==> src/noc_pkg.sv <==
package noc_pkg;

  // mesh router port count, fixed by the topology
  localparam int NUM_PORTS = 5;

  // payload bits carried by one flit
  localparam int FLIT_DATA_W = 16;

  // width of a direction code
  localparam int DIR_W = 3;

  // router port names, also used as bit and array indices
  typedef enum logic [DIR_W-1:0] {
    DIR_NORTH = 3'd0,
    DIR_SOUTH = 3'd1,
    DIR_WEST  = 3'd2,
    DIR_EAST  = 3'd3,
    DIR_LOCAL = 3'd4
  } dir_e;

  // one bit per direction, indexed by dir_e
  // used for requests, grants, valids and readies
  typedef logic [NUM_PORTS-1:0] port_mask_t;

  // flit payload
  typedef logic [FLIT_DATA_W-1:0] flit_data_t;

  // single flit as it arrives at the stage
  typedef struct packed {
    dir_e       next_hop;
    flit_data_t payload;
  } flit_t;

  // one flit per router port
  typedef flit_t [NUM_PORTS-1:0] flit_bus_t;

endpackage
==> src/switch_allocator.sv <==
`timescale 1ns/1ns

module switch_allocator
  import noc_pkg::*;
(
  input  logic       clk,
  input  logic       rst_i,

  // input ports, from the router input stage
  input  port_mask_t in_valid_i,
  input  flit_bus_t  in_flit_i,
  output port_mask_t in_ready_o,

  // output ports, toward the downstream links
  output port_mask_t out_valid_o,
  output flit_bus_t  out_flit_o,
  input  port_mask_t out_ready_i
);

  // request columns, indexed by output then input
  port_mask_t [NUM_PORTS-1:0] req_matrix;

  // per-output one-hot grants, each slice driven by its own arbiter
  wire port_mask_t [NUM_PORTS-1:0] grant_matrix;

  // per-output valid bits
  wire port_mask_t arb_valid;

  route_comparator u_cmp (
    .in_valid_i   (in_valid_i),
    .in_flit_i    (in_flit_i),
    .req_matrix_o (req_matrix)
  );

  // one arbiter for each dir_e value
  for (genvar o = 0; o < NUM_PORTS; o++) begin : g_arb
    rr_port_arbiter u_arb (
      .clk         (clk),
      .rst_i       (rst_i),
      .req_i       (req_matrix[o]),
      .out_ready_i (out_ready_i[o]),
      .grant_o     (grant_matrix[o]),
      .out_valid_o (arb_valid[o])
    );
  end

  flit_crossbar u_xbar (
    .grant_i    (grant_matrix),
    .in_flit_i  (in_flit_i),
    .out_flit_o (out_flit_o)
  );

  assign out_valid_o = arb_valid;

  // an input is ready when its granted output accepts this cycle
  // each input requests one output at most, so only one term can fire
  always_comb begin
    in_ready_o = '0;
    for (int i = 0; i < NUM_PORTS; i++) begin
      for (int o = 0; o < NUM_PORTS; o++) begin
        in_ready_o[i] = in_ready_o[i] | (grant_matrix[o][i] & out_ready_i[o]);
      end
    end
  end

endmodule

==> src/flit_crossbar.sv <==
`timescale 1ns/1ns

module flit_crossbar
  import noc_pkg::*;
(
  input  port_mask_t [NUM_PORTS-1:0] grant_i,
  input  flit_bus_t                  in_flit_i,
  output flit_bus_t                  out_flit_o
);

  localparam int FLIT_W = $bits(flit_t);

  // input flits flattened for the and-or network
  logic [NUM_PORTS-1:0][FLIT_W-1:0] in_bits;

  // accumulated output per direction
  logic [NUM_PORTS-1:0][FLIT_W-1:0] out_bits;

  always_comb begin
    for (int i = 0; i < NUM_PORTS; i++) begin
      in_bits[i] = in_flit_i[i];
    end
  end

  // one-hot select, so at most one term survives per output
  // an output with no grant collapses to all zeros
  always_comb begin
    for (int o = 0; o < NUM_PORTS; o++) begin
      out_bits[o] = '0;
      for (int i = 0; i < NUM_PORTS; i++) begin
        out_bits[o] = out_bits[o] | (in_bits[i] & {FLIT_W{grant_i[o][i]}});
      end
    end
  end

  always_comb begin
    for (int o = 0; o < NUM_PORTS; o++) begin
      out_flit_o[o] = flit_t'(out_bits[o]);
    end
  end

endmodule

==> src/rr_port_arbiter.sv <==
`timescale 1ns/1ns

module rr_port_arbiter
  import noc_pkg::*;
(
  input  logic       clk,
  input  logic       rst_i,
  input  port_mask_t req_i,
  input  logic       out_ready_i,
  output port_mask_t grant_o,
  output logic       out_valid_o
);

  // isolate the lowest set bit of a mask
  function automatic port_mask_t lowest_one(port_mask_t vec);
    port_mask_t neg;
    neg = ~vec + port_mask_t'(1);
    return vec & neg;
  endfunction

  port_mask_t token;

  // positions at or after the token in direction order
  port_mask_t at_or_after;

  // requests still ahead of the token, and the first one among them
  port_mask_t req_upper;
  port_mask_t pick_upper;

  // wrapped search, first requester counting from north
  port_mask_t pick_wrap;

  logic any_req;
  logic any_upper;
  logic accept;

  // token is one-hot, so token - 1 marks everything below it
  always_comb begin
    at_or_after = ~(token - port_mask_t'(1));
    req_upper   = req_i & at_or_after;
    any_upper   = |req_upper;
    any_req     = |req_i;
  end

  always_comb begin
    pick_upper = lowest_one(req_upper);
    pick_wrap  = lowest_one(req_i);
  end

  // nothing ahead of the token means the search wraps past local
  always_comb begin
    if (any_upper) begin
      grant_o = pick_upper;
    end else begin
      grant_o = pick_wrap;
    end
  end

  // grant stays stable while requests and token are unchanged
  assign out_valid_o = any_req;
  assign accept      = any_req & out_ready_i;

  rr_priority_reg u_prio (
    .clk       (clk),
    .rst_i     (rst_i),
    .advance_i (accept),
    .winner_i  (grant_o),
    .token_o   (token)
  );

endmodule

==> src/rr_priority_reg.sv <==
`timescale 1ns/1ns

module rr_priority_reg
  import noc_pkg::*;
(
  input  logic       clk,
  input  logic       rst_i,
  input  logic       advance_i,
  input  port_mask_t winner_i,
  output port_mask_t token_o
);

  // north holds top priority out of reset
  localparam port_mask_t TOKEN_INIT = port_mask_t'(1) << DIR_NORTH;

  port_mask_t token_q;
  port_mask_t token_d;
  port_mask_t winner_next;
  logic       winner_seen;

  // direction just after the winner, local wraps back to north
  always_comb begin
    winner_next = {winner_i[NUM_PORTS-2:0], winner_i[NUM_PORTS-1]};
    winner_seen = |winner_i;
  end

  // token only moves on an accepted transfer
  always_comb begin
    token_d = token_q;
    if (advance_i && winner_seen) begin
      token_d = winner_next;
    end
  end

  always_ff @(posedge clk) begin
    if (rst_i) begin
      token_q <= TOKEN_INIT;
    end else begin
      token_q <= token_d;
    end
  end

  assign token_o = token_q;

endmodule

==> src/route_comparator.sv <==
`timescale 1ns/1ns

module route_comparator
  import noc_pkg::*;
(
  input  port_mask_t                   in_valid_i,
  input  flit_bus_t                    in_flit_i,
  output port_mask_t [NUM_PORTS-1:0]   req_matrix_o
);

  // next-hop match with u-turns removed, before valid masking
  // hop_match[o][i] set when input i names output o from another side
  port_mask_t [NUM_PORTS-1:0] hop_match;

  // an output never serves the input on its own side
  always_comb begin
    for (int o = 0; o < NUM_PORTS; o++) begin
      for (int i = 0; i < NUM_PORTS; i++) begin
        hop_match[o][i] = (i != o) && (in_flit_i[i].next_hop == dir_e'(o));
      end
    end
  end

  // codes 5..7 match no output, so such flits raise no request
  always_comb begin
    for (int o = 0; o < NUM_PORTS; o++) begin
      req_matrix_o[o] = hop_match[o] & in_valid_i;
    end
  end

endmodule

==> config.mk <==
export PLATFORM = sky130hd
export DESIGN_NAME = switch_allocator
export DESIGN_NICKNAME = d
export VERILOG_FILES = /design/src/noc_pkg.sv /design/src/switch_allocator.sv /design/src/flit_crossbar.sv /design/src/rr_port_arbiter.sv /design/src/rr_priority_reg.sv /design/src/route_comparator.sv
export SDC_FILE = /design/constraint.sdc
export NUM_CORES = 1
export LEC_CHECK = 0
export BUFFER_PORTS_ARGS = -buffer_cell sky130_fd_sc_hd__buf_2
export CAP_MARGIN = 20
export CELL_PAD_IN_SITES_DETAIL_PLACEMENT = 0
export CELL_PAD_IN_SITES_GLOBAL_PLACEMENT = 2
export CORE_AREA = 2 2 125 157
export DETAILED_ROUTE_END_ITERATION = 8
export DIE_AREA = 0 0 127 159
export PLACE_DENSITY_LB_ADDON = 0.1
export SYNTH_ARGS = -nofsm -noshare
export SYNTH_HDL_FRONTEND = slang
export SYNTH_HIERARCHICAL = 1
export SYNTH_SLANG_ARGS = --single-unit
export TNS_END_PERCENT = 30
==> constraint.sdc <==
create_clock -name clk -period 3.7 [get_ports clk]
set_clock_uncertainty 0.2 [all_clocks]
set_input_delay 0.555 -clock clk [delete_from_list [all_inputs] [get_ports clk]]
set_output_delay 0.555 -clock clk [all_outputs]
set_load 0.005 [all_outputs]
==> impl_metrics.toml <==
[status]
status = "finished, violations left"
violations = "design-rule violations, max-slew violations"

[worst_setup_path]
crit_path_start_kind = "flip-flop"
timing.critical_path.to_type = "output pin"
r2r_setup_slack_ns = 0.83
path_type_of_the_worst_setup_path = "reg -> out"
arrival_time_reported_for_the_critical_path_endpoint_ns = 2.86
critical_path_required_ns = 2.94
critical-path-slowest-cell = "sky130_fd_sc_hd__dfxtp_1"
worst_path_largest_cell_delay_ns = 0.43
critPathMaxFanout = 13
crit_buf_inv = 3
cell_by_cell_listing_of_the_critical_path = "inv_1 > ha_1 > nor3b_2 > mux2_4 > nor2b_1 > a41o_1 > buf_4 > a222oi_1 > nand2_1 > buf_2"
dominant_delay_contributor_by_cell_family_on_the_critical_path = "compound AO/OA/AOI/OAI gates"

[power]
total_leakage_power_nw = 2.86
overall_power_mw = 1.57
powerDensity_nw_per_um2 = 241
power.ir.vdd_worst_v = 0.000171

[cells_and_area]
layout_commonest_cell = "sky130_fd_sc_hd__buf_2"
areaGrowthSynthToFinish_pct = 31.8
nNetsFinal = 937
layout.filler_cells = 2021
layout.area.seq_um2 = 500
layout-drive-gt1-share_pct = 39.4
most_frequent_cells_in_the_layout = "211 x sky130_fd_sc_hd__buf_2, 130 x sky130_fd_sc_hd__nand2_1, 100 x sky130_fd_sc_hd__a222oi_1, 100 x sky130_fd_sc_hd__a22oi_1, 25 x sky130_fd_sc_hd__dfxtp_1"
largest_register_ff_count = 25
multi_input_area_um2 = 4180

[sta]
final_min_period_over_clock_period_pct = 97.8
final-setup-viol-count = 0
final-hold-violation-count = 0
max_slew.worst_pin.slew_ns = 4.11
worst_slew_margin_relative_to_its_limit_pct = -176
setup_ws_ns = 0.0815
timing.fmax_mhz = 276
report.final.slew_viol_count = 95
final_critical_path_time_including_i_o_delays_and_setup_ns = 3.62

[die]
floorplan.die.width_um = 127
num_io_pins = 212
fp.dieArea_um2 = 20200
floorplan.die.height_um = 159
start_util_pct = 26.6
fp-row-count = 56
coreArea_um2 = 18600

[global_route]
globalRoute.totalOverflow = 0
first_global_vias = 6841
grt_antenna_before_repair = 4
grt_usage_pct = 26.6
grt_start_max_net_pins = 26
grt_pass1_wl_um = 42300

[yosys]
synth_area_um2 = 4950
synth-seq-cells = 25
post_synth_main_area_contributors = "sky130_fd_sc_hd__a222oi_1 20%, sky130_fd_sc_hd__a22oi_1 15%, sky130_fd_sc_hd__dfxtp_1 10%"
yosysTopAreaCellShare_pct = 20.2
library_cell_occupying_the_most_area_in_the_post_synthesis_netlist = "sky130_fd_sc_hd__a222oi_1"
post_synth_inst_count = 626
avgSynthCellArea_um2 = 7.91
yosysWarnings = 6
yosys.cell_types.count = 39
synth.yosys.seq_area_share_pct = 10.1

[routing]
routed-via-count = 7007
detailedRoute.firstPassIterationCount = 9
wl_per_cell_um = 26.9
routed_via_density = 6.62
detail-route-antenna-nets = 0
drcViolationCount = 19
first_iter_violations = 1171
detailed_route_wl_um = 28400

[run]
maxCapViolations = 0

[cts]
cts_post_setup_buffers_inserted = 0
tritoncts.num_buffers = 3
clock_slew_at_reported_path_ffs_ns = 0.07
clock-sinks = 25
clkLatencyLatePin_ns = 0.27
cts_tree = "built"
ctsRootBufferMaster = "sky130_fd_sc_hd__clkbuf_16"
cts-htree-levels = 1
clk_path_buf_depth = 2

[place]
detailedPlacementHpwl_um = 20300
dp_slack_ns = 0.170
placement.io_buffers = 211
routability_cong = 0.903

[min_path]
hp-class = "reg -> reg"
[worst paths after layout]
| path | endpoint | from | cells past startpoint |
|---|---|---|---|
| setup / recovery | out_flit_o[32] | g_arb[1].u_arb/u_prio/token_o[0]$_SDFFE_PP1P_ | 10 |
| hold reg to reg | g_arb[3].u_arb/u_prio/token_o[4]$_SDFFE_PP0P_ | g_arb[3].u_arb/u_prio/token_o[4]$_SDFFE_PP0P_ | 1 |
| hold / removal | g_arb[3].u_arb/u_prio/token_o[4]$_SDFFE_PP0P_ | g_arb[3].u_arb/u_prio/token_o[4]$_SDFFE_PP0P_ | 1 |
| setup reg to reg | g_arb[0].u_arb/u_prio/token_o[4]$_SDFFE_PP0P_ | g_arb[0].u_arb/u_prio/token_o[0]$_SDFFE_PP1P_ | 8 |
[logic make-up (layout without fill, tap and decap cells)]
kind of cell               after synthesis  count (layout)  synth area share [%]
AOI/OAI and AO/OA                      270             270                  48.1
xor gates and xnor gates                 5               5                 0.884
adders and majority gates                5               5                  1.26
buffers and inverters                   65             259                  8.89
DFF                                     25              25                  10.1
muxes                                    5               5                  1.14
other                                    1               7                0.0757
and+or+nand+nor                        250             250                  29.5
[routing by layer]
layer,routed length (µm),vias to the layer above,global-route usage [%]
li1,-,3076,-
met1,11100,3441,33.7
met2,13900,428,45.8
met3,2680,58,4.64
met4,707,4,8.19
met5,28,-,0
[synthesized netlist by cell type]
cell type,number
sky130_fd_sc_hd__inv_1,10
sky130_fd_sc_hd__nor4_4,5
sky130_fd_sc_hd__buf_6,12
sky130_fd_sc_hd__buf_8,4
sky130_fd_sc_hd__nor4b_2,4
sky130_fd_sc_hd__and4b_1,4
sky130_fd_sc_hd__a31oi_1,5
sky130_fd_sc_hd__nand2_1,130
sky130_fd_sc_hd__a21oi_1,10
sky130_fd_sc_hd__and2_1,10
sky130_fd_sc_hd__nor3b_1,10
sky130_fd_sc_hd__or4_1,5
sky130_fd_sc_hd__nor3_1,10
sky130_fd_sc_hd__a221o_1,5
sky130_fd_sc_hd__o2bb2ai_2,5
sky130_fd_sc_hd__dfxtp_1,25
sky130_fd_sc_hd__nor2b_1,10
sky130_fd_sc_hd__nor4_1,5
sky130_fd_sc_hd__o41ai_1,5
sky130_fd_sc_hd__and4bb_2,12
sky130_fd_sc_hd__ha_1,5
sky130_fd_sc_hd__o21ai_0,5
sky130_fd_sc_hd__nor2_1,15
sky130_fd_sc_hd__buf_4,5
sky130_fd_sc_hd__o32ai_2,5
sky130_fd_sc_hd__o31ai_1,5
sky130_fd_sc_hd__buf_2,34
sky130_fd_sc_hd__xnor2_1,5
sky130_fd_sc_hd__a41o_1,5
sky130_fd_sc_hd__mux2_2,5
sky130_fd_sc_hd__a222oi_1,100
sky130_fd_sc_hd__nand2b_1,15
sky130_fd_sc_hd__a22oi_1,100
sky130_fd_sc_hd__nand3_1,5
sky130_fd_sc_hd__conb_1,1
sky130_fd_sc_hd__nand2b_4,5
sky130_fd_sc_hd__a22o_2,15
sky130_fd_sc_hd__and3_4,5
sky130_fd_sc_hd__a211oi_1,5
[area by class of cell]
cell class                      count  area share (%)
Multi-Input combinational cell    540            64.0
Timing Repair Buffer              245            22.0
Sequential cell                    25            7.67
Tap cell                          232            4.45
Clock buffer                        3            1.15
Inverter                           10           0.575
Clock inverter                      1           0.115
Antenna cell                        2          0.0767
[what timing repair did]
action / CTS / global route
hold buffers: 0 / 0
gates resized for setup: 0 / 5
endpoints found under the setup margin: 0 / 29
[report_power, final]
group          switching, mW  internal [mW]
Clock                  0.116          0.148
Sequential            0.0164          0.282
Combinational          0.598          0.414
[per-stage QoR]
step | util [%] | hold WS, ns | setup TNS [ns] | instances | instance area (µm²)
4_1_cts | 34.9 | 0.310 | 0 | 1056 | 6500
5_1_grt | 35.0 | 0.339 | -0.00333 | 1058 | 6530
3_5_place_dp | 34.4 | 0.286 | 0 | 1052 | 6410
6_report | 35.0 | 0.307 | 0 | 1058 | 6530
2_1_floorplan | - | 0.262 | 0 | 630 | 4970
3_3_place_gp | 34.4 | 0.292 | 0 | 1052 | 6410
Note: power is estimated with default switching activity, not from simulation.
